$ cat config.mk
export PLATFORM = sky130hd
export DESIGN_NAME = uart_rx
export DESIGN_NICKNAME = d
export VERILOG_FILES = /design/src/verilog/mips_dbg_pkg.sv /design/src/verilog/uart_rx.sv
export VERILOG_INCLUDE_DIRS = /design/src /design/src/include
export SDC_FILE = /design/constraint.sdc
export NUM_CORES = 1
export LEC_CHECK = 0
export ABC_CLOCK_PERIOD_IN_PS = 2100
export BUFFER_PORTS_ARGS = -buffer_cell sky130_fd_sc_hd__clkbuf_2
export CAP_MARGIN = 25
export CORE_MARGIN = 1.5
export CORE_UTILIZATION = 53
export CTS_CLUSTER_SIZE = 30
export DETAILED_ROUTE_END_ITERATION = 8
export PLACE_DENSITY = 0.75
export SLEW_MARGIN = 20
export SYNTH_ARGS = -nofsm -noshare
export SYNTH_HDL_FRONTEND = slang
export SYNTH_SLANG_ARGS = --single-unit
$ cat constraint.sdc
create_clock -name clk -period 2.1 [get_ports clk]
set_input_delay 0 -clock clk [delete_from_list [all_inputs] [get_ports clk]]
set_output_delay 0 -clock clk [all_outputs]
set_load 0.005 [all_outputs]
$ cat src/include/mips_dbg_params.svh
`ifndef MIPS_DBG_PARAMS_SVH
`define MIPS_DBG_PARAMS_SVH

//////////////////////////////////////////////////
// serial link
//////////////////////////////////////////////////

// clocks per serial bit, kept short for simulation
`define MIPS_DBG_UART_CLKS_PER_BIT 16

// instruction ram words
`define MIPS_DBG_IMEM_DEPTH 256

//////////////////////////////////////////////////
// opcodes, bits 31..28 of an instruction
//////////////////////////////////////////////////
`define MIPS_DBG_OP_HALT 4'd0
`define MIPS_DBG_OP_ADDI 4'd1
`define MIPS_DBG_OP_ADD 4'd2
`define MIPS_DBG_OP_SUB 4'd3
`define MIPS_DBG_OP_BNE 4'd4

`endif
$ cat src/verilog/mips_dbg_pkg.sv
`default_nettype none

package mips_dbg_pkg;

	// instruction or register value
	typedef logic [31:0] word_t;
	// one uart payload
	typedef logic [7:0] byte_t;
	// ram address, also the pc
	typedef logic [7:0] imem_addr_t;
	// register file index
	typedef logic [2:0] reg_idx_t;

	// debug unit flow
	typedef enum logic [2:0] {
		LOAD_LEN,
		LOAD_WORD,
		RUN,
		REPORT,
		SEND_WAIT
	} dbg_state_t;

	// core sequencing
	typedef enum logic [1:0] {
		IDLE,
		FETCH,
		EXEC,
		HALTED
	} core_state_t;

endpackage

`default_nettype wire

$ cat src/verilog/uart_rx.sv
`default_nettype none

`include "mips_dbg_params.svh"

module uart_rx (
	input  wire                 clk,
	input  wire                 reset,
	input  wire                 rx,
	output mips_dbg_pkg::byte_t rx_data,
	output logic                rx_done
);

	localparam int CLKS = `MIPS_DBG_UART_CLKS_PER_BIT;
	localparam int CW = $clog2(CLKS);

	logic          rx_meta;
	logic          rx_sync;
	logic          busy;
	// 0 start, 1..8 data, 9 stop
	logic [3:0]    bit_cnt;
	logic [CW-1:0] clk_cnt;

	// two flops against metastability, idle high
	always_ff @(posedge clk) begin
		if (reset) begin
			rx_meta <= 1'b1;
			rx_sync <= 1'b1;
		end else begin
			rx_meta <= rx;
			rx_sync <= rx_meta;
		end
	end

	always_ff @(posedge clk) begin
		if (reset) begin
			busy    <= 1'b0;
			bit_cnt <= '0;
			clk_cnt <= '0;
			rx_done <= 1'b0;
		end else begin
			rx_done <= 1'b0;
			if (!busy) begin
				clk_cnt <= '0;
				bit_cnt <= '0;
				// falling edge starts a frame
				if (!rx_sync)
					busy <= 1'b1;
			end else if (bit_cnt == 4'd0) begin
				// half a bit to reach mid start bit
				if (clk_cnt == CW'(CLKS / 2 - 1)) begin
					clk_cnt <= '0;
					if (rx_sync)
						busy <= 1'b0;
					else
						bit_cnt <= 4'd1;
				end else begin
					clk_cnt <= clk_cnt + 1'b1;
				end
			end else if (clk_cnt == CW'(CLKS - 1)) begin
				clk_cnt <= '0;
				if (bit_cnt == 4'd9) begin
					busy <= 1'b0;
					// low stop bit is a framing error, byte dropped
					rx_done <= rx_sync;
				end else begin
					bit_cnt <= bit_cnt + 4'd1;
				end
			end else begin
				clk_cnt <= clk_cnt + 1'b1;
			end
		end
	end

	// data bits, lsb first
	always_ff @(posedge clk) begin
		if (busy && bit_cnt != 4'd0 && bit_cnt != 4'd9 && clk_cnt == CW'(CLKS - 1))
			rx_data <= {rx_sync, rx_data[7:1]};
	end

endmodule

`default_nettype wire

==> flow_metrics.env <==
export IMPL_status="finished, final reports clean"
export IMPL_cellPowerDensity_mw_per_mm2=657
export IMPL_ioPinCount=12
export IMPL_cts_buffers_inserted=3
export IMPL_yosysTopAreaCellShare_pct=29.0
export IMPL_fmax_mhz=579
export IMPL_vias=566
export IMPL_clkTransAtPathRegs_ns=0.11
export IMPL_cts_tree="yes"
export IMPL_port_buffer_count=11
export IMPL_drive_above_1_share_pct=25.0
export IMPL_ys_types=27
export IMPL_insertion_delay_ns=0.30
export IMPL_ys_ff_latch=20
export IMPL_num_antenna_cells=0
export IMPL_dieArea_mm2=0.00181
export IMPL_period_share_pct=82.3
export IMPL_yosys_warnings=0
export IMPL_hold_viol=0
export IMPL_grt_max_degree=12
export IMPL_critPathMaxStageDelay_ns=0.44
export IMPL_cts_max_level=1
export IMPL_rsz0062_at_grt="no"
export IMPL_gp_congestion=0.823
export IMPL_nets=96
export IMPL_path_max_fanout=8
export IMPL_fp_dieW_um=42.6
export IMPL_dr_pass1_iters=4
export IMPL_cp_required_ns=2.12
export IMPL_drcViolationCount=0
export IMPL_grt_antenna_before_repair=0
export IMPL_initial_core_util_pct=55.7
export IMPL_leakagePower_nw=0.408
export IMPL_min_path_type="reg -> reg"
export IMPL_crit_chain="inv_1, ha_1, nor3b_4, nor2_1, nand2_1, nor2_1, buf_4"
export IMPL_netlist_instances=69
export IMPL_avgViaCountPerCell=5.44
export IMPL_slew_headroom_pct=71.0
export IMPL_crit_type="reg -> reg"
export IMPL_grt_pass1_wl_mm=2.48
export IMPL_crit_path_start_kind="register"
export IMPL_grt_pass1_vias=578
export IMPL_cp_common_cell="nor2_1"
export IMPL_synth_area_um2=830
export IMPL_grt_overflow_total=0
export IMPL_synth_area_leaders="dfxtp_1, edfxtp_1, ha_1"
export IMPL_cts_sinks=20
export IMPL_setup_viol=0
export IMPL_fp_dieH_um=42.6
export IMPL_cp_slowest_cell="dfxtp_1"
export IMPL_core_area_mm2=0.00149
export IMPL_wl_per_cell_um=13.7
export IMPL_cap_violations=0
export IMPL_ys_seq_area_share_pct=57.9
export IMPL_fin_tns_setup_ns=0
export IMPL_arrival_ns=1.75
export IMPL_clockBufferDepth=2
export IMPL_fin_worst_skew_ns=0.00114
export IMPL_grt_total_usage_pct=18.4
export IMPL_dpl_hpwl_mm=1.00
export IMPL_fin_crit_ns=1.73
export IMPL_worstSetupEndpointType="register"
export IMPL_drt_iter0_markers=6
export IMPL_wirelength_mm=1.43
export IMPL_postSynthAreaPerCell_um2=12.0
export IMPL_synthesis_nets=76
export IMPL_ir_drop_mv=0.351
export IMPL_worst_pin_slew_ns=0.434
export IMPL_area_delta_synth_final_pct=17.9
export IMPL_drtAntennaViolNets=0
export IMPL_cts_root_buf="clkbuf_4"
export IMPL_hold_worst_slack_ns=0.444
export IMPL_drv_slew=0
export IMPL_yosysTopAreaCell="dfxtp_1"
export IMPL_num_rows=14
## per-layer routing
metal  routed length (um)  track usage, %  vias to the layer above
li1                     -               -                      284
met1                  638            22.4                      266
met2                  717            32.0                       14
met3                   58            4.31                        2
met4                   12            5.63                        0
met5                    0               0                        -
## final timing paths
| kind | from | end | slack [ns] | cells after the start |
|---|---|---|---|---|
| worst min-delay path | rx_meta | rx_sync | 0.44 | 1 |
| worst max register to register | bit_cnt[0] | rx_data[4] | 0.37 | 7 |
| worst max-delay path | bit_cnt[0] | rx_data[4] | 0.37 | 7 |
| worst min register to register | rx_meta | rx_sync | 0.44 | 1 |
## layout make-up
class	count	area [um2]
Clock buffer	4	36.3
Fill cell	117	510
Inverter	2	7.51
Multi-Input combinational cell	47	342
Sequential cell	20	480
Tap cell	16	20.0
Timing Repair Buffer	15	92.6
## report_power, final
part,leakage (nW),total [W],switching [W],internal (W)
clock,0.0210,0.000220,0.000114,0.000106
combinational,0.218,0.0000162,0.00000712,0.00000905
sequential,0.169,0.000407,0.00000268,0.000404
total,0.408,0.000643,0.000124,0.000519
## cell usage in the layout (no fill, tap or decap), drive strengths merged, types with 2 or more instances in the layout
cell type / Yosys / final
clkbuf: 0 / 15
dfxtp: 12 / 12
edfxtp: 8 / 8
nor2: 8 / 8
nand2: 5 / 5
nand3: 4 / 4
ha: 4 / 4
nand3b: 3 / 3
dlygate4sd3: 0 / 3
inv: 2 / 2
a21oi: 2 / 2
nand2b: 2 / 2
mux2i: 2 / 2
or2: 2 / 2
or3: 2 / 2
## flip-flops by register name (all words and copies together) (netlist names)
| register | cells |
|---|---|
| busy | 1 |
| rx_data | 8 |
| clk_cnt | 4 |
| rx_sync | 1 |
| rx_done | 1 |
| rx_meta | 1 |
| bit_cnt | 4 |
## per-stage QoR
step / setup slack (ns) / instance area (um2) / utilization, % / instances / power [W]
after floorplan: 0.298 / 830 / - / 69 / 0.000422
after global placement: 0.437 / 912 / 61.3 / 97 / 0.000426
after detailed placement: 0.388 / 912 / 61.3 / 97 / 0.000427
after CTS: 0.375 / 978 / 65.7 / 104 / 0.000647
after global routing: 0.183 / 978 / 65.7 / 104 / 0.000670
final: 0.372 / 978 / 65.7 / 104 / 0.000643
## kinds of logic (layout without fill, tap and decap cells)
logic type	after synthesis	count (layout)	synth area share (%)
AND/OR/NAND/NOR	31	31	22.3
adder cells (fa/ha/maj)	4	4	6.03
AO/OA/AOI/OAI	7	7	6.49
multiplexers	3	3	4.22
flip-flops	20	20	57.9
buffers and inverters	2	21	0.905
XOR/XNOR	2	2	2.11
## repair_timing
item	CTS	global route
buffers inserted	0	0
endpoints found under the hold margin	3	0
resized for setup	0	0
hold buffers	3	0
## Yosys cell counts
| cell | n |
|---|---|
| dfxtp_1 | 12 |
| edfxtp_1 | 8 |
| nor2_1 | 7 |
| nand2_1 | 5 |
| ha_1 | 4 |
| nand3_1 | 4 |
| nand3b_1 | 3 |
| a21oi_1 | 2 |
| inv_1 | 2 |
| mux2i_1 | 2 |
| nand2b_1 | 2 |
| or2_2 | 2 |
| or3_1 | 2 |
| a21boi_0 | 1 |
| a311oi_1 | 1 |
| and2_1 | 1 |
| and4_1 | 1 |
| mux2_4 | 1 |
| nand4b_1 | 1 |
| nor2_4 | 1 |
| nor2b_1 | 1 |
| nor3b_4 | 1 |
| o211a_1 | 1 |
| o21ai_0 | 1 |
| o31ai_2 | 1 |
| xnor2_1 | 1 |
| xor2_1 | 1 |
## critical path, delay by kind of cell, from the launching register on
family        cells  cell delay [ns]
fa+ha+maj         1             0.23
buf+inv           2             0.24
flops             1             0.44
simple gates      4             0.54
Power figures use the tool's default switching activity.
