==> src/include/mips_dbg_params.svh <==
`ifndef MIPS_DBG_PARAMS_SVH
`define MIPS_DBG_PARAMS_SVH

//////////////////////////////////////////////////
// serial link
//////////////////////////////////////////////////

// clocks per serial bit, kept short for simulation
`define MIPS_DBG_UART_CLKS_PER_BIT 16

// instruction ram words
`define MIPS_DBG_IMEM_DEPTH 256

//////////////////////////////////////////////////
// opcodes, bits 31..28 of an instruction
//////////////////////////////////////////////////
`define MIPS_DBG_OP_HALT 4'd0
`define MIPS_DBG_OP_ADDI 4'd1
`define MIPS_DBG_OP_ADD 4'd2
`define MIPS_DBG_OP_SUB 4'd3
`define MIPS_DBG_OP_BNE 4'd4

`endif
==> src/verilog/mips_dbg_pkg.sv <==
`default_nettype none

package mips_dbg_pkg;

	// instruction or register value
	typedef logic [31:0] word_t;
	// one uart payload
	typedef logic [7:0] byte_t;
	// ram address, also the pc
	typedef logic [7:0] imem_addr_t;
	// register file index
	typedef logic [2:0] reg_idx_t;

	// debug unit flow
	typedef enum logic [2:0] {
		LOAD_LEN,
		LOAD_WORD,
		RUN,
		REPORT,
		SEND_WAIT
	} dbg_state_t;

	// core sequencing
	typedef enum logic [1:0] {
		IDLE,
		FETCH,
		EXEC,
		HALTED
	} core_state_t;

endpackage

`default_nettype wire

==> src/verilog/uart_tx.sv <==
`default_nettype none

`include "mips_dbg_params.svh"

module uart_tx (
	input  wire                      clk,
	input  wire                      reset,
	input  wire                      tx_start,
	input  wire mips_dbg_pkg::byte_t tx_data,
	output logic                     tx,
	output logic                     tx_done
);

	localparam int CLKS = `MIPS_DBG_UART_CLKS_PER_BIT;
	localparam int CW = $clog2(CLKS);

	logic          busy;
	// stop, data, start; bit 0 on the line
	logic [9:0]    shift;
	logic [3:0]    bit_cnt;
	logic [CW-1:0] clk_cnt;

	// line idles high outside a frame
	assign tx = busy ? shift[0] : 1'b1;

	always_ff @(posedge clk) begin
		if (reset) begin
			busy    <= 1'b0;
			bit_cnt <= '0;
			clk_cnt <= '0;
			tx_done <= 1'b0;
		end else begin
			tx_done <= 1'b0;
			if (!busy) begin
				// start ignored while busy
				if (tx_start) begin
					busy    <= 1'b1;
					bit_cnt <= '0;
					clk_cnt <= '0;
				end
			end else if (clk_cnt == CW'(CLKS - 1)) begin
				clk_cnt <= '0;
				if (bit_cnt == 4'd9) begin
					// end of stop bit
					busy    <= 1'b0;
					tx_done <= 1'b1;
				end else begin
					bit_cnt <= bit_cnt + 4'd1;
				end
			end else begin
				clk_cnt <= clk_cnt + 1'b1;
			end
		end
	end

	always_ff @(posedge clk) begin
		if (!busy && tx_start)
			shift <= {1'b1, tx_data, 1'b0};
		else if (busy && clk_cnt == CW'(CLKS - 1))
			shift <= {1'b1, shift[9:1]};
	end

endmodule

`default_nettype wire

==> config.mk <==
export PLATFORM = sky130hd
export DESIGN_NAME = uart_tx
export DESIGN_NICKNAME = d
export VERILOG_FILES = /design/src/verilog/mips_dbg_pkg.sv /design/src/verilog/uart_tx.sv
export VERILOG_INCLUDE_DIRS = /design/src /design/src/include
export SDC_FILE = /design/constraint.sdc
export NUM_CORES = 1
export LEC_CHECK = 0
export BUFFER_PORTS_ARGS = -buffer_cell sky130_fd_sc_hd__buf_2
export CORE_MARGIN = 2
export CORE_UTILIZATION = 48
export DETAILED_ROUTE_END_ITERATION = 8
export PLACE_DENSITY = 0.72
export SYNTH_ARGS = -nofsm -noshare
export SYNTH_HDL_FRONTEND = slang
export SYNTH_SLANG_ARGS = --single-unit
==> constraint.sdc <==
create_clock -name clk -period 1.38 [get_ports clk]
set_clock_uncertainty 0.05 [all_clocks]
set_input_delay 0.345 -clock clk [delete_from_list [all_inputs] [get_ports clk]]
set_output_delay 0.345 -clock clk [all_outputs]
set_load 0.05 [all_outputs]
==> reports/qor.tcl <==
set qor(outcome) {complete, no violations}
set qor(pin_count) 13
set qor(r2r.worst_path.cells) 5
set qor(crit_path_max_fanout) 5
set qor(drt_first_iter_violations) 6
set qor(globalRouteTotalUtil_pct) 19.0
set qor(detail_route.vias_per_cell) 5.31
set qor(floorplan.die.width_um) 46.5
set qor(postSynthNetCount) 100
set qor(clock_insertion_delay_worst_skew_ns) 0.29
set qor(timing.critical_path.cells) {ha_4 -> and4_4 -> o21ai_2 -> or2_2 -> a21oi_2}
set qor(synth_edf_count) 8
set qor(drc_errors) 0
set qor(placedInstanceArea_um2) 1070
set qor(cts_root_buffer) {sky130_fd_sc_hd__clkbuf_4}
set qor(grt_start_max_net_pins) 12
set qor(timing.final.ws_setup_ns) 0.0266
set qor(slew_viol_final) 0
set qor(setup_viol_count_final) 0
set qor(timing.final.crit_period_ns) 1.35
set qor(worstReg2RegStart) {clk_cnt[1]$_SDFFE_PP0P_}
set qor(cp_slowest_cell) {sky130_fd_sc_hd__dfxtp_2}
set qor(flow.area_growth_from_synthesis_pct) 33.3
set qor(grt_pass1_vias) 638
set qor(syn-instance-count) 86
set qor(holdPathStages) 3
set qor(clock_sinks) 19
set qor(maxSlewHeadroom_pct) 76.9
set qor(hpwl_um) 1270
set qor(synthArstFlopShare_pct) 0
set qor(die_area_um2) 2160
set qor(syn_area_per_cell_um2) 10.1
set qor(postCtsSetupBuffers) 0
set qor(antenna-diode-count) 0
set qor(number_of_input_and_output_port_buffers_inserted) 12
set qor(synth_cell_type_count) 29
set qor(worstSetupEndpointType) {register}
set qor(yosysSeqAreaShare_pct) 53.1
set qor(synth_largest_type_area_fraction_pct) 27.7
set qor(count_of_final_hold_check_violations) 0
set qor(cts.htree.levels) 1
set qor(yosys_warnings) 0
set qor(crit_type) {reg -> reg}
set qor(cap_violations) 0
set qor(max_stage_delay_ns) 0.37
set qor(power_density_nw_per_um2) 874
set qor(initial_antenna_violation_count) 0
set qor(via_count) 728
set qor(worstMarginPinSlew_ns) 0.345
set qor(worst_ep_required_time_ns) 1.57
set qor(nNetsFinal) 127
set qor(start_util_pct) 50.8
set qor(dp_worst_slack_ns) -0.0271
set qor(route.final.wire_length_um) 1840
set qor(layout-drive-gt1-share_pct) 44.6
set qor(cts.clk_slew.worst_paths_ns) 0.11
set qor(timing.hold.worst.start) {tx_data[7]}
set qor(peakVddDrop_v) 0.000552
set qor(detail-route-antenna-nets) 0
set qor(min_delay_worst_endpoint) {shift[8]$_DFFE_PP_}
set qor(hold-worst-slack_ns) 0.283
set qor(first_pass_iters) 4
set qor(routed_wire_length_per_instance_um) 13.4
set qor(max_freq_mhz) 739
set qor(tritoncts) {done}
set qor(final.period_utilization_pct) 98.1
set qor(globalplace.congestion) 0.761
set qor(cts_buffer_depth) 2
set qor(synth_top_cells_by_area) {sky130_fd_sc_hd__edfxtp_1, sky130_fd_sc_hd__dfxtp_1, sky130_fd_sc_hd__a22o_1}
set qor(first_pass_grt_wire_length_um) 2830
set qor(cp-start-kind) {register}
set qor(total_of_hold_buffers_inserted_after_clock_tree_synthesis) 0
set qor(synthFlopType) {sky130_fd_sc_hd__dfxtp_1}
set qor(critical_path_arrival_ns) 1.54
set qor(cellLeakagePower_nw) 0.443
set qor(ys_ff_latch) 19
set qor(tritoncts.num_buffers) 3
set qor(placement_rows) 15
set qor(regToRegEndpoint) {bit_cnt[1]$_SDFFE_PP0P_}
set qor(die_h_um) 46.5
set qor(finalInstanceArea_um2) 1160
set qor(core_area_um2) 1710
set qor(syn-cell-area_um2) 867
set qor(grt.overflow.total) 0
set qor(netlist.top_cell.by_area) {sky130_fd_sc_hd__edfxtp_1}
set qor(setup.reg_to_reg.worst_slack_ns) 0.03
set qor(hold_path.class) {in -> reg}
set qor(rsz0062_at_grt) {yes}
## per-stage QoR
step	setup TNS (ns)	total power [mW]	utilization, %	instances
6_report	0	1.01	67.7	137
3_3_place_gp	0	0.727	62.5	133
3_5_place_dp	-0.105	0.731	62.5	133
2_1_floorplan	-0.0421	0.680	-	86
4_1_cts	0	1.01	65.1	137
5_1_grt	-0.0504	1.06	67.7	137
## state kept, by name, summed over array words and instances (netlist names)
name,count
bit_cnt,4
tx_done,1
clk_cnt,4
shift,9
busy,1
## report_power, final
part	total [mW]	switching [mW]	internal [mW]
logic	0.113	0.0579	0.0552
registers	0.618	0.00981	0.608
clock network	0.279	0.171	0.108
total	1.01	0.239	0.771
## cells in the final DEF (no fill, tap or decap), types with 2 or more instances in the layout
cell,instances
sky130_fd_sc_hd__nand2_2,2
sky130_fd_sc_hd__a21oi_1,7
sky130_fd_sc_hd__nand2_1,9
sky130_fd_sc_hd__clkbuf_4,3
sky130_fd_sc_hd__dfxtp_2,4
sky130_fd_sc_hd__a21oi_2,3
sky130_fd_sc_hd__buf_4,11
sky130_fd_sc_hd__buf_2,11
sky130_fd_sc_hd__nand3_1,7
sky130_fd_sc_hd__nand2b_1,2
sky130_fd_sc_hd__dfxtp_1,7
sky130_fd_sc_hd__or2_2,2
sky130_fd_sc_hd__a22o_1,7
sky130_fd_sc_hd__edfxtp_1,8
sky130_fd_sc_hd__inv_1,2
sky130_fd_sc_hd__nor2_1,3
sky130_fd_sc_hd__buf_6,2
## critical path: cells and delay by family (launching register included)
family	cells	cell delay, ns
fa+ha+maj	1	0.13
simple gates	2	0.56
compound gates	2	0.20
flops	1	0.37
## cells in the mapped netlist, drive strengths merged, types with 2 or more instances
library cell  number
nand3              7
a22o               7
nor2               3
ha                 3
or2                3
inv                2
nand2b             3
nor3               2
dfxtp             11
buf                3
edfxtp             8
nand2             11
a21oi             10
## cell families after synthesis
family / count (synthesis) / synth area share [%]
buffers and inverters: 6 / 3.61
AO/OA/AOI/OAI: 22 / 17.5
AND/OR/NAND/NOR: 36 / 21.5
adder cells (fa/ha/maj): 3 / 4.33
flip-flops: 19 / 53.1
## metal layers
layer,global-route usage (%),up-vias,wire [um]
li1,-,366,-
met1,23.7,349,833
met2,32.2,11,960
met3,3.53,2,32
met4,6.86,0,12
met5,0,-,0
## repair_timing
| action | CTS | global route |
|---|---|---|
| gates resized for setup | 5 | 13 |
| setup endpoints to repair | 9 | 13 |
| pin swaps | 0 | 1 |
## worst max path at each step
stage	from	to	slack [ns]	cells after the start
floorplan	clk_cnt[1]$_SDFFE_PP0P_	bit_cnt[2]$_SDFFE_PP0P_	-0.02	6
global placement	clk_cnt[1]$_SDFFE_PP0P_	shift[4]$_DFFE_PP_	0.005	4
detailed placement	clk_cnt[1]$_SDFFE_PP0P_	shift[5]$_DFFE_PP_	-0.03	4
CTS	busy$_SDFF_PP0_	tx	0.003	3
global route	clk_cnt[1]$_SDFFE_PP0P_	bit_cnt[1]$_SDFFE_PP0P_	-0.03	5
finish	clk_cnt[1]$_SDFFE_PP0P_	bit_cnt[1]$_SDFFE_PP0P_	0.03	5
## area by class of cell
cell class,instances,area (um2)
Tap cell,25,31.3
Multi-Input combinational cell,61,429
Sequential cell,19,465
Timing Repair Buffer,26,195
Clock inverter,1,5.00
Inverter,2,7.51
Fill cell,145,552
Clock buffer,3,22.5
Note: power is estimated with default switching activity, not from simulation.
