## config.mk

```make
export PLATFORM = sky130hd
export DESIGN_NAME = mini_mips_core
export DESIGN_NICKNAME = d
export VERILOG_FILES = /design/src/verilog/mips_dbg_pkg.sv /design/src/verilog/mini_mips_core.sv
export VERILOG_INCLUDE_DIRS = /design/src /design/src/include
export SDC_FILE = /design/constraint.sdc
export NUM_CORES = 1
export LEC_CHECK = 0
export ABC_AREA = 0
export BUFFER_PORTS_ARGS = -buffer_cell sky130_fd_sc_hd__buf_2
export CAP_MARGIN = 20
export CORE_UTILIZATION = 38
export CTS_BUF_LIST = sky130_fd_sc_hd__clkbuf_8
export CTS_CLUSTER_DIAMETER = 80
export DETAILED_ROUTE_END_ITERATION = 10
export PLACE_DENSITY_LB_ADDON = 0.08
export SYNTH_ARGS = -nofsm -noshare
export SYNTH_HDL_FRONTEND = slang
export SYNTH_SLANG_ARGS = --single-unit
```

## constraint.sdc

```tcl
create_clock -name clk -period 8.5 [get_ports clk]
set_input_delay 0.425 -clock clk [delete_from_list [all_inputs] [get_ports clk]]
set_output_delay 0.425 -clock clk [all_outputs]
set_load 0.01 [all_outputs]
```

## src/include/mips_dbg_params.svh

```systemverilog
`ifndef MIPS_DBG_PARAMS_SVH
`define MIPS_DBG_PARAMS_SVH

//////////////////////////////////////////////////
// serial link
//////////////////////////////////////////////////

// clocks per serial bit, kept short for simulation
`define MIPS_DBG_UART_CLKS_PER_BIT 16

// instruction ram words
`define MIPS_DBG_IMEM_DEPTH 256

//////////////////////////////////////////////////
// opcodes, bits 31..28 of an instruction
//////////////////////////////////////////////////
`define MIPS_DBG_OP_HALT 4'd0
`define MIPS_DBG_OP_ADDI 4'd1
`define MIPS_DBG_OP_ADD 4'd2
`define MIPS_DBG_OP_SUB 4'd3
`define MIPS_DBG_OP_BNE 4'd4

`endif
```

## src/verilog/mips_dbg_pkg.sv

```systemverilog
`default_nettype none

package mips_dbg_pkg;

	// instruction or register value
	typedef logic [31:0] word_t;
	// one uart payload
	typedef logic [7:0] byte_t;
	// ram address, also the pc
	typedef logic [7:0] imem_addr_t;
	// register file index
	typedef logic [2:0] reg_idx_t;

	// debug unit flow
	typedef enum logic [2:0] {
		LOAD_LEN,
		LOAD_WORD,
		RUN,
		REPORT,
		SEND_WAIT
	} dbg_state_t;

	// core sequencing
	typedef enum logic [1:0] {
		IDLE,
		FETCH,
		EXEC,
		HALTED
	} core_state_t;

endpackage

`default_nettype wire

```

## src/verilog/mini_mips_core.sv

```systemverilog
`default_nettype none

`include "mips_dbg_params.svh"

module mini_mips_core (
	input  wire                      clk,
	input  wire                      reset,
	input  wire                      run,
	input  wire                      fetch_grant,
	input  wire                      fetch_valid,
	input  wire mips_dbg_pkg::word_t fetch_data,
	output logic                     fetch_req,
	output mips_dbg_pkg::imem_addr_t fetch_addr,
	output mips_dbg_pkg::imem_addr_t halt_pc,
	output logic                     halt,
	output mips_dbg_pkg::word_t      result
);

	mips_dbg_pkg::core_state_t state;
	mips_dbg_pkg::imem_addr_t  pc;
	mips_dbg_pkg::word_t       regs [8];

	// decode fields
	logic [3:0]                op;
	mips_dbg_pkg::reg_idx_t    rd;
	mips_dbg_pkg::reg_idx_t    rs;
	mips_dbg_pkg::reg_idx_t    rt;
	mips_dbg_pkg::word_t       imm_ext;
	mips_dbg_pkg::word_t       rs_val;
	mips_dbg_pkg::word_t       rt_val;
	mips_dbg_pkg::word_t       alu_val;
	mips_dbg_pkg::imem_addr_t  next_pc;
	logic                      wr_reg;
	logic                      is_halt;

	assign op      = fetch_data[31:28];
	assign rd      = fetch_data[26:24];
	assign rs      = fetch_data[22:20];
	assign rt      = fetch_data[18:16];
	assign imm_ext = {{16{fetch_data[15]}}, fetch_data[15:0]};
	// r0 reads zero
	assign rs_val  = (rs == 3'd0) ? '0 : regs[rs];
	assign rt_val  = (rt == 3'd0) ? '0 : regs[rt];

	//////////////////////////////////////////////////
	// execute
	//////////////////////////////////////////////////
	always_comb begin
		alu_val = '0;
		wr_reg  = 1'b0;
		is_halt = 1'b0;
		next_pc = pc + 8'd1;
		case (op)
			// pc stays on the halt itself
			`MIPS_DBG_OP_HALT: begin
				is_halt = 1'b1;
				next_pc = pc;
			end
			`MIPS_DBG_OP_ADDI: begin
				alu_val = rs_val + imm_ext;
				wr_reg  = 1'b1;
			end
			`MIPS_DBG_OP_ADD: begin
				alu_val = rs_val + rt_val;
				wr_reg  = 1'b1;
			end
			`MIPS_DBG_OP_SUB: begin
				alu_val = rs_val - rt_val;
				wr_reg  = 1'b1;
			end
			// offset wraps modulo ram size
			`MIPS_DBG_OP_BNE: begin
				if (rs_val != rt_val)
					next_pc = pc + 8'd1 + fetch_data[7:0];
			end
			default: ;
		endcase
	end

	//////////////////////////////////////////////////
	// sequencing
	//////////////////////////////////////////////////
	always_ff @(posedge clk) begin
		// run low holds the core cleared
		if (reset || !run) begin
			state <= mips_dbg_pkg::IDLE;
			pc    <= '0;
			for (int i = 0; i < 8; i++)
				regs[i] <= '0;
		end else begin
			case (state)
				mips_dbg_pkg::IDLE: state <= mips_dbg_pkg::FETCH;
				mips_dbg_pkg::FETCH: begin
					if (fetch_grant)
						state <= mips_dbg_pkg::EXEC;
				end
				mips_dbg_pkg::EXEC: begin
					if (fetch_valid) begin
						pc <= next_pc;
						// r0 writes dropped
						if (wr_reg && rd != 3'd0)
							regs[rd] <= alu_val;
						state <= is_halt ? mips_dbg_pkg::HALTED : mips_dbg_pkg::FETCH;
					end
				end
				default: state <= mips_dbg_pkg::HALTED;
			endcase
		end
	end

	assign fetch_req  = (state == mips_dbg_pkg::FETCH);
	assign fetch_addr = pc;
	assign halt       = (state == mips_dbg_pkg::HALTED);
	assign halt_pc    = pc;
	assign result     = regs[1];

	// read data lands in the cycle after the grant
	a_data_after_grant: assert property (@(posedge clk) disable iff (reset || !run)
		state == mips_dbg_pkg::EXEC |-> fetch_valid);

endmodule

`default_nettype wire

```

==> flow_summary.ini <==
[outcome]
status = completed

[cts]
htree_levels = 2
ctsHoldBuffers = 0
clkSinkCount = 246
ctsResizeCount = 0
clk_pin_slew_ns = 0.06
cts_setup_buffers = 0
cts_buffers = 46
insertion_delay_ns = 0.66
cts_tree = done
cts_buffer_depth = 3
clk_root_buffer_cell = clkbuf_8

[route]
top_layer = met4
wl_per_cell_um = 25.77
drt-met1-wl_um = 27270
detail-route-antenna-nets = 0
routed_wl_um = 60000
num_vias = 13692
routed_via_density = 5.881
first_pass_iters = 7
route.detailed.drc = 0
wl_met2_um = 27560
drt_iter0_drc = 1175
met3_length_um = 3708

[hold_path]
hold_path_class = in -> reg
hold_depth = 3
min_to = state[1]$_SDFFE_PP0P_
hp-start = fetch_grant

[yosys]
ys_seq_elements = 246
synthAdderAreaFrac_pct = 4.871
synth-main-ff-cell = edfxtp_1
synthDistinctLibCells = 88
yosysTopAreaCell = edfxtp_1
synthTopCellsByCount = nor2_1, edfxtp_1, nand2_1
synth_compound_area_share_pct = 16.85
syn-cell-area_um2 = 17260
synth_area_leaders = edfxtp_1, mux4_2, nor2_1, ha_1, mux2_2
yosys_warnings = 0
synth.area.mux_share_pct = 15.12
synth_top_area_share_pct = 41.06
seq_area_frac_synth_pct = 42.22
postSynthAreaPerCell_um2 = 10.51
netlist_instances = 1642
synth_xor_area_share_pct = 3.951
yosys.area_share.simple_pct = 13.36
synth_top_family_by_area = compound AO/OA/AOI/OAI gates
synth.most_common_cell = nor2_1
synth-async-reset-ratio_pct = 0
synth-edff-count = 236

[floorplanning]
die_y_um = 215.1
die_w_um = 215.1
fp.coreArea_um2 = 44510
start_util_pct = 38.78
io_pins = 87
die_area_um2 = 46280
rows = 77

[pwr]
p_switching_uw = 1095
pwr-share-comb_pct = 24.3
p_seq_share_pct = 41.4
irDropWorstVdd_mv = 0.1235
power.density_nw_per_um2 = 177.1
p_clk_share_pct = 34.3
p_leak_uw = 0.007397
power.internal_uw = 2299
power.total_uw = 3394
swShare_pct = 32.26

[global_route]
grt_first_pass_wirelength_um = 88180
overflow = 0
grt_max_degree = 63
antenna_found_initial = 1
grt_pass1_vias = 13626
grt.total_usage_pct = 25.80

[sta]
setup_viol = 0
slew_violations = 0
hold_violations = 0
maxSlewHeadroom_pct = 24.57
rsz0062_at_grt = no
max_freq_mhz = 174.8
fin_crit_ns = 5.721
fin_setup_tns_ns = 0
min_period_over_period_pct = 67.30
tightestPinTransition_ns = 1.129
skew_ns = 0.02577

[worst_setup_path]
critical_path_class = in -> reg
slowest_delay_ns = 0.97
path_cells = buf_2, nor2b_1, a221oi_1, a211oi_1, ha_1, a21o_1, a211oi_1, nand2_1, a2111oi_2, a2111oi_2, a211oi_2, nor3b_2, a221oi_2, xnor2_1, a22oi_2, nor2_1
r2r_cells = 14
cp_max_fo = 27
cpMaxStageDelayCell = nor2b_1
crit_family = compound AO/OA/AOI/OAI gates
endpoint_kind = flip-flop
crit_buf_inv = 1
rrSetupSlack_ns = 3.48
r2r-start = regs[1][1]$_SDFFCE_PN0P_
timing.rr.end = regs[5][14]$_SDFFCE_PN0P_
crit_arrival_ns = 6.09
required_ns = 8.87
critPathLaunchType = input pin

[placement]
place_congestion = 0.9075
hpwl_um = 40310
place_area_um2 = 18280
port_buffers = 83

[final_layout]
stdcell_area_um2 = 19170
antennaDiodeCount = 0
syn_to_final_growth_pct = 11.05
layout.nets = 1804
drive_above_1_share_pct = 20.62

[run]
cap_violations = 0
==> cells in the final DEF (no fill, tap or decap), types with 14 or more instances in the layout <==
cell type,synthesis,routed
ha_1,64,64
xnor2_1,51,51
mux4_2,68,68
a22oi_1,43,43
a221o_1,28,28
nor2_1,297,297
a211oi_1,14,14
buf_4,12,37
mux2_2,57,57
nand3_1,19,17
xor2_1,25,25
buf_2,9,80
mux2i_1,35,35
a21oi_1,61,61
clkinv_1,0,15
o21bai_1,15,15
o21ai_0,111,111
nand2_1,114,107
clkbuf_8,0,47
edfxtp_1,236,236
inv_1,27,35
nor2b_1,25,23
a21o_1,43,43
==> flip-flops by register name, indices dropped and copies added (netlist names) <==
register,flops
regs,236
state,2
fetch_addr,8
==> power by group through the flow <==
stage	clock, uW	sequential (uW)	combinational [uW]
floorplan	0	1420	580
finish	1160	1410	824
detailed placement	0	1430	811
CTS	1190	1410	816
global route	1240	1410	888
global placement	0	1430	810
==> per-stage QoR <==
step | cells | utilization, % | setup slack, ns | hold WS, ns
detailed placement | 2246 | 41.07 | 2.342 | 0.5121
global placement | 2246 | 41.07 | 2.276 | 0.5012
floorplan | 1653 | - | 2.990 | 0.4766
CTS | 2328 | 43.06 | 3.022 | 0.005310
global route | 2328 | 43.06 | 2.669 | 0.03063
finish | 2328 | 43.06 | 2.779 | 0.04391
==> worst register-to-register path: stages, from the launching register on <==
cell      delay (ns)
edfxtp_1        0.48
mux2_2          0.30
mux4_2          0.55
nand2_1         0.13
nor2b_1         0.19
ha_1            0.20
or2_2           0.12
a211oi_1        0.04
nor4_1          0.71
a31oi_1         0.35
o31ai_1         0.55
nor2_1          0.17
xnor2_1         0.16
a22oi_1         0.68
nor2_1          0.11
==> kinds of logic after synthesis <==
kind of cell / after synthesis
compound gates: 411
xor+xnor: 77
fa+ha+maj: 67
buf+inv: 145
flops: 246
mux: 166
other cells: 1
simple gates: 529
==> cell type report <==
| cell class | count | area [um2] |
|---|---|---|
| clock buffers | 47 | 646.9 |
| well taps | 592 | 740.7 |
| repair buffers | 119 | 718.2 |
| inverters | 27 | 101.3 |
| flip-flops and latches | 246 | 7287 |
| clock inverters | 35 | 239.0 |
| fillers | 4372 | 25340 |
| multi-input cells | 1262 | 9434 |
==> layer usage <==
layer | GRT usage [%] | up-vias
li1 | - | 6275
met5 | 0 | -
met3 | 3.694 | 83
met1 | 36.23 | 6855
met2 | 41.22 | 479
met4 | 7.565 | 0
==> worst max-delay path by stage <==
| stage | end | depth (start not counted) | slack, ns | startpoint |
|---|---|---|---|---|
| finish | regs[3][27]$_SDFFCE_PN0P_ | 16 | 2.78 | fetch_data[22] |
| global route | fetch_addr[7]$_SDFFE_PP0P_ | 17 | 2.67 | fetch_data[22] |
| CTS | fetch_addr[7]$_SDFFE_PP0P_ | 17 | 3.02 | fetch_data[22] |
| detailed placement | fetch_addr[7]$_SDFFE_PP0P_ | 17 | 2.34 | fetch_data[22] |
| global placement | fetch_addr[7]$_SDFFE_PP0P_ | 17 | 2.28 | fetch_data[22] |
| floorplan | regs[2][31]$_SDFFCE_PN0P_ | 18 | 2.99 | fetch_data[16] |
Power figures use the tool's default switching activity.
