`src/include/mips_dbg_params.svh`:
```
`ifndef MIPS_DBG_PARAMS_SVH
`define MIPS_DBG_PARAMS_SVH

//////////////////////////////////////////////////
// serial link
//////////////////////////////////////////////////

// clocks per serial bit, kept short for simulation
`define MIPS_DBG_UART_CLKS_PER_BIT 16

// instruction ram words
`define MIPS_DBG_IMEM_DEPTH 256

//////////////////////////////////////////////////
// opcodes, bits 31..28 of an instruction
//////////////////////////////////////////////////
`define MIPS_DBG_OP_HALT 4'd0
`define MIPS_DBG_OP_ADDI 4'd1
`define MIPS_DBG_OP_ADD 4'd2
`define MIPS_DBG_OP_SUB 4'd3
`define MIPS_DBG_OP_BNE 4'd4

`endif
```
`src/verilog/mips_dbg_pkg.sv`:
```
`default_nettype none

package mips_dbg_pkg;

	// instruction or register value
	typedef logic [31:0] word_t;
	// one uart payload
	typedef logic [7:0] byte_t;
	// ram address, also the pc
	typedef logic [7:0] imem_addr_t;
	// register file index
	typedef logic [2:0] reg_idx_t;

	// debug unit flow
	typedef enum logic [2:0] {
		LOAD_LEN,
		LOAD_WORD,
		RUN,
		REPORT,
		SEND_WAIT
	} dbg_state_t;

	// core sequencing
	typedef enum logic [1:0] {
		IDLE,
		FETCH,
		EXEC,
		HALTED
	} core_state_t;

endpackage

`default_nettype wire

```
`src/verilog/debug_unit.sv`:
```
`default_nettype none

module debug_unit (
	input  wire                           clk,
	input  wire                           reset,
	input  wire mips_dbg_pkg::byte_t      rx_data,
	input  wire                           rx_done,
	input  wire                           tx_done,
	input  wire                           halt,
	input  wire mips_dbg_pkg::imem_addr_t halt_pc,
	input  wire mips_dbg_pkg::word_t      result,
	output mips_dbg_pkg::byte_t           tx_data,
	output logic                          tx_start,
	output logic                          wr_en,
	output logic                          run,
	output mips_dbg_pkg::imem_addr_t      wr_addr,
	output mips_dbg_pkg::word_t           wr_data
);

	mips_dbg_pkg::dbg_state_t state;
	// program length in words
	mips_dbg_pkg::byte_t      len;
	mips_dbg_pkg::imem_addr_t word_cnt;
	logic [1:0]               byte_cnt;
	// captured at halt
	mips_dbg_pkg::imem_addr_t pc_q;
	mips_dbg_pkg::word_t      result_q;
	// 0 pc, 1..4 result bytes
	logic [2:0]               send_idx;
	logic                     in_flight;

	//////////////////////////////////////////////////
	// control
	//////////////////////////////////////////////////
	always_ff @(posedge clk) begin
		if (reset) begin
			state    <= mips_dbg_pkg::LOAD_LEN;
			word_cnt <= '0;
			byte_cnt <= '0;
			send_idx <= '0;
			run      <= 1'b0;
			wr_en    <= 1'b0;
			tx_start <= 1'b0;
		end else begin
			wr_en    <= 1'b0;
			tx_start <= 1'b0;
			case (state)
				mips_dbg_pkg::LOAD_LEN: begin
					// zero length ignored
					if (rx_done && rx_data != 8'd0) begin
						word_cnt <= '0;
						byte_cnt <= '0;
						state    <= mips_dbg_pkg::LOAD_WORD;
					end
				end
				mips_dbg_pkg::LOAD_WORD: begin
					if (rx_done) begin
						byte_cnt <= byte_cnt + 2'd1;
						// fourth byte completes the word
						if (byte_cnt == 2'd3) begin
							wr_en    <= 1'b1;
							word_cnt <= word_cnt + 8'd1;
							if (word_cnt == len - 8'd1)
								state <= mips_dbg_pkg::RUN;
						end
					end
				end
				mips_dbg_pkg::RUN: begin
					// one cycle after the last write
					run <= 1'b1;
					if (halt) begin
						send_idx <= '0;
						state    <= mips_dbg_pkg::REPORT;
					end
				end
				mips_dbg_pkg::REPORT: begin
					tx_start <= 1'b1;
					state    <= mips_dbg_pkg::SEND_WAIT;
				end
				mips_dbg_pkg::SEND_WAIT: begin
					if (tx_done) begin
						if (send_idx == 3'd4) begin
							// report done, core back to reset
							run   <= 1'b0;
							state <= mips_dbg_pkg::LOAD_LEN;
						end else begin
							send_idx <= send_idx + 3'd1;
							state    <= mips_dbg_pkg::REPORT;
						end
					end
				end
				default: state <= mips_dbg_pkg::LOAD_LEN;
			endcase
		end
	end

	//////////////////////////////////////////////////
	// payload
	//////////////////////////////////////////////////
	always_ff @(posedge clk) begin
		case (state)
			mips_dbg_pkg::LOAD_LEN: begin
				if (rx_done)
					len <= rx_data;
			end
			mips_dbg_pkg::LOAD_WORD: begin
				// lsb first, word fills from the top
				if (rx_done) begin
					wr_data <= {rx_data, wr_data[31:8]};
					wr_addr <= word_cnt;
				end
			end
			mips_dbg_pkg::RUN: begin
				if (halt) begin
					pc_q     <= halt_pc;
					result_q <= result;
				end
			end
			mips_dbg_pkg::REPORT: begin
				case (send_idx)
					3'd0:    tx_data <= pc_q;
					3'd1:    tx_data <= result_q[7:0];
					3'd2:    tx_data <= result_q[15:8];
					3'd3:    tx_data <= result_q[23:16];
					default: tx_data <= result_q[31:24];
				endcase
			end
			default: ;
		endcase
	end

	// byte on the wire between start and done
	always_ff @(posedge clk) begin
		if (reset)
			in_flight <= 1'b0;
		else if (tx_start)
			in_flight <= 1'b1;
		else if (tx_done)
			in_flight <= 1'b0;
	end

	a_no_start_in_flight: assert property (@(posedge clk) disable iff (reset)
		tx_start |-> !in_flight);

endmodule

`default_nettype wire

```
`config.mk`:
```
export PLATFORM = sky130hd
export DESIGN_NAME = debug_unit
export DESIGN_NICKNAME = d
export VERILOG_FILES = /design/src/include/mips_dbg_params.svh /design/src/verilog/mips_dbg_pkg.sv /design/src/verilog/debug_unit.sv
export SDC_FILE = /design/constraint.sdc
export NUM_CORES = 1
export LEC_CHECK = 0
export BUFFER_PORTS_ARGS = -buffer_cell sky130_fd_sc_hd__buf_4
export CORE_ASPECT_RATIO = 0.75
export CORE_MARGIN = 5
export CORE_UTILIZATION = 30
export CTS_BUF_LIST = sky130_fd_sc_hd__clkbuf_8 sky130_fd_sc_hd__clkbuf_16
export DETAILED_ROUTE_END_ITERATION = 7
export RECOVER_POWER = 100
export REMOVE_ABC_BUFFERS = 1
export SLEW_MARGIN = 20
export SYNTH_ARGS = -nofsm -noshare
export SYNTH_HDL_FRONTEND = slang
export SYNTH_SLANG_ARGS = --single-unit
```
`constraint.sdc`:
```
create_clock -name clk -period 9.7 [get_ports clk]
set_input_delay 1.94 -clock clk [delete_from_list [all_inputs] [get_ports clk]]
set_output_delay 1.94 -clock clk [all_outputs]
set_load 0.005 [all_outputs]
```
==> impl_metrics.csv <==
group,metric,value,unit
run_status,status,"finished with violations",
run_status,violations,"capacitance limit, slew limit",
timing,finalHoldViolations,0,
logic_synthesis,synth_top_area_cell,"edfxtp_1",
global_routing,grt_pass1_wl,15.9,mm
placement,hpwlAfterDp,7.14,mm
timing,setup_viol,0,
detailed_routing,dr.pass1.iters,5,
detailed_routing,vias,2885,
timing,post-route-min-period,4190,ps
timing,rsz0062_at_grt,"false",
timing,finClkSkew,10.7,ps
finish,final_cell_area,0.00599,mm²
finish,stdcell_count,637,
power,p_leak,2.15,nW
detailed_routing,wl_met1,4.66,mm
die,rows,38,
placement,post_dp_cell_area,0.00548,mm²
detailed_routing,viasPerCell,4.53,
global_routing,grt_max_degree,41,
logic_synthesis,ys_seq_area_share,72.9,%
logic_synthesis,synth.area.top_cells,"edfxtp_1 64%, dfxtp_1 8.5%, a21oi_1 3.4%, nor2_1 2.6%, ha_1 2.2%",
logic_synthesis,avgSynthCellArea,14.4,µm²
global_routing,grt_pass1_vias,2884,
worst_setup_path,cp-start-kind,"primary input",
worst_setup_path,critPathBufInv,3,
worst_setup_path,r2r.worst_path.cells,4,
clock_network,cts_setup_buffers,0,
clock_network,clk_pin_slew,50,ps
finish,multiInputGateArea,0.00112,mm²
power,clkPwrFrac,51.6,%
global_routing,grt_overflow_total,0,
clock_network,clk_latency,410,ps
timing,relSlewSlack,-38.0,%
worst_setup_path,critPathKind,"in2reg",
global_routing,grtUsageTotal,12.2,%
clock_network,cts-root-buf,"clkbuf_16",
worst_hold_path,hold_end,"wr_data[4]",
detailed_routing,drt-total-wl,9.94,mm
die,initial_core_util,30.8,%
detailed_routing,maxUsedRoutingLayer,"met4",
worst_setup_path,r2r-start,"state[2]",
finish,drive_above_1_share,26.1,%
logic_synthesis,ys.flop_type,"edfxtp_1",
worst_setup_path,cp_max_fo,35,
worst_setup_path,crit_arrival,4190,ps
die,die_x,151,µm
timing,finalSetupTns,0,ps
logic_synthesis,yosys_warnings,0,
timing,maxSlewViolCount,77,
logic_synthesis,ys_top_cells_by_count,"96 x edfxtp_1, 31 x nor2_1, 30 x a21oi_1",
power,power_frac_seq,44.7,%
timing,worst_pin_slew,2070,ps
placement,dp_cells,605,
flow_run,drv_cap,2,
placement,portBuffers,103,
detailed_routing,ant_nets,0,
worst_setup_path,cp_slowest_stage_delay,1400,ps
worst_setup_path,cp_common_cell,"clkbuf_1",
worst_hold_path,hold_path_class,"reg2reg",
worst_setup_path,ff2ff_setup_slack,6490,ps
detailed_routing,route.met3.wl,429,µm
clock_network,postCtsHoldBufs,0,
power,p_sw_share,19.3,%
die,dieArea,0.0175,mm²
clock_network,cts.sinks,115,
logic_synthesis,synthesis.instances,311,
worst_setup_path,path_cells,"clkbuf_1, nand3_1, inv_1, clkbuf_1",
finish,final_util,41.2,%
finish,nNetsFinal,485,
detailed_routing,drcViolationCount,0,
clock_network,cts_tree,"built",
power,switching_power,0.239,mW
worst_setup_path,crit_family,"buffers and inverters",
power,power_density,207,mW/mm²
worst_setup_path,end_kind,"register",
worst_setup_path,crit_slowest_cell,"clkbuf_1",
logic_synthesis,synth_seq_cells,115,
finish,n_antenna_cell,0,
logic_synthesis,synth_async_sr_flop_share,0,%
worst_hold_path,min-delay-start,"wr_data[12]",
placement,place.gp.congestion,0.802,
placement,pre_cts_ws,6120,ps
die,io_pins,104,
finish,seqCellArea,0.00326,mm²
die,core_area,0.0145,mm²
power,pwr-share-comb,3.7,%
timing,fmaxAchievable,238,MHz
clock_network,cts_buffers,17,
clock_network,cts_resized,0,
logic_synthesis,synth_edf_count,96,
timing,period_share,43.2,%
detailed_routing,drt_iter0_markers,222,
timing,setup_ws,5510,ps
logic_synthesis,synth_area,0.00448,mm²
worst_setup_path,r2r_end,"wr_data[24]",
logic_synthesis,synth.most_common_cell,"edfxtp_1",
clock_network,h-tree-depth,4,
clock_network,cts.path.max_buffers,2,
power,internal_power,0.999,mW
detailed_routing,dr_wl_met2,4.70,mm
worst_hold_path,whs_path_depth,0,
logic_synthesis,yosysTopAreaCellShare,64.4,%
detailed_routing,wire_per_inst,15.6,µm
finish,fillers,1390,
die,die_h,116,µm
power,max-vdd-ir-drop,0.000124,V
worst_setup_path,cp.required,9690,ps
global_routing,antenna_found_initial,0,
logic_synthesis,yosysUniqueCellTypes,46,
finish,area_growth,33.8,%
[state kept, by name, summed over array words and instances, names as in the netlist]
register,cells
byte_cnt,2
tx_start,1
word_cnt,8
tx_data,8
len,8
wr_en,1
wr_addr,8
state,3
send_idx,3
wr_data,32
run,1
result_q,32
pc_q,8
[metrics by stage]
stage	power (mW)	hold slack (ps)
after detailed placement	0.614	436
after global placement	0.612	431
after global routing	1.29	453
after floorplan	0.579	445
after CTS	1.26	449
final	1.24	443
[cell type report]
cell class | instances | share of cell area (%)
Inverter | 10 | 0.626
Timing Repair Buffer | 106 | 11.8
Sequential cell | 115 | 54.4
Clock buffer | 18 | 7.33
Tap cell | 200 | 4.18
Clock inverter | 14 | 2.88
Multi-Input combinational cell | 174 | 18.8
[cells by family (layout without fill, tap and decap cells)]
group | count (synthesis) | in the layout | synth area share, %
AO/OA/AOI/OAI | 62 | 62 | 9.56
AND/OR/NAND/NOR | 86 | 86 | 9.92
flip-flops | 115 | 115 | 72.9
XOR/XNOR | 16 | 16 | 3.13
multiplexers | 2 | 2 | 0.447
buffers and inverters | 22 | 148 | 1.84
adder cells (fa/ha/maj) | 8 | 8 | 2.24
[worst max-delay path by stage]
| stage | from | endpoint | slack (ps) | cells after the start |
|---|---|---|---|---|
| after detailed placement | rx_data[5] | word_cnt[7] | 6120 | 6 |
| after CTS | rx_data[5] | word_cnt[6] | 6540 | 6 |
| after global placement | rx_data[5] | word_cnt[7] | 6140 | 6 |
| after global routing | rx_done | byte_cnt[0] | 5220 | 6 |
| final | rx_done | wr_data[24] | 5510 | 4 |
| after floorplan | halt | pc_q[0] | 4330 | 1 |
[power groups by stage]
stage               registers (mW)  clock network, mW  logic, mW
floorplan                    0.561                  0     0.0172
global placement             0.562                  0     0.0500
detailed placement           0.563                  0     0.0514
CTS                          0.553              0.654     0.0516
global route                 0.554              0.682     0.0508
finish                       0.553              0.639     0.0460
[cell usage in the layout, fill, tap and decap left out, drive strengths merged, types with 2 or more instances in the layout]
master / count
o21ai: 5
edfxtp: 96
clkinv: 6
nor2b: 2
a211oi: 2
nand3b: 2
nor3b: 4
a222oi: 8
a211o: 2
nand4: 6
or2: 2
inv: 14
dfxtp: 19
clkbuf: 124
xor2: 11
nor3: 5
or3: 2
or4: 2
xnor2: 5
nor2: 31
nand2b: 8
mux2i: 2
o211ai: 2
ha: 8
bufinv: 4
nand2: 7
nand3: 10
a21oi: 30
o31a: 2
[metal layers]
metal,vias to the layer above,GRT usage (%)
li1,1421,-
met1,1389,16.2
met2,66,18.2
met3,9,3.75
met4,0,6.22
met5,-,0
Power figures use the tool's default switching activity.
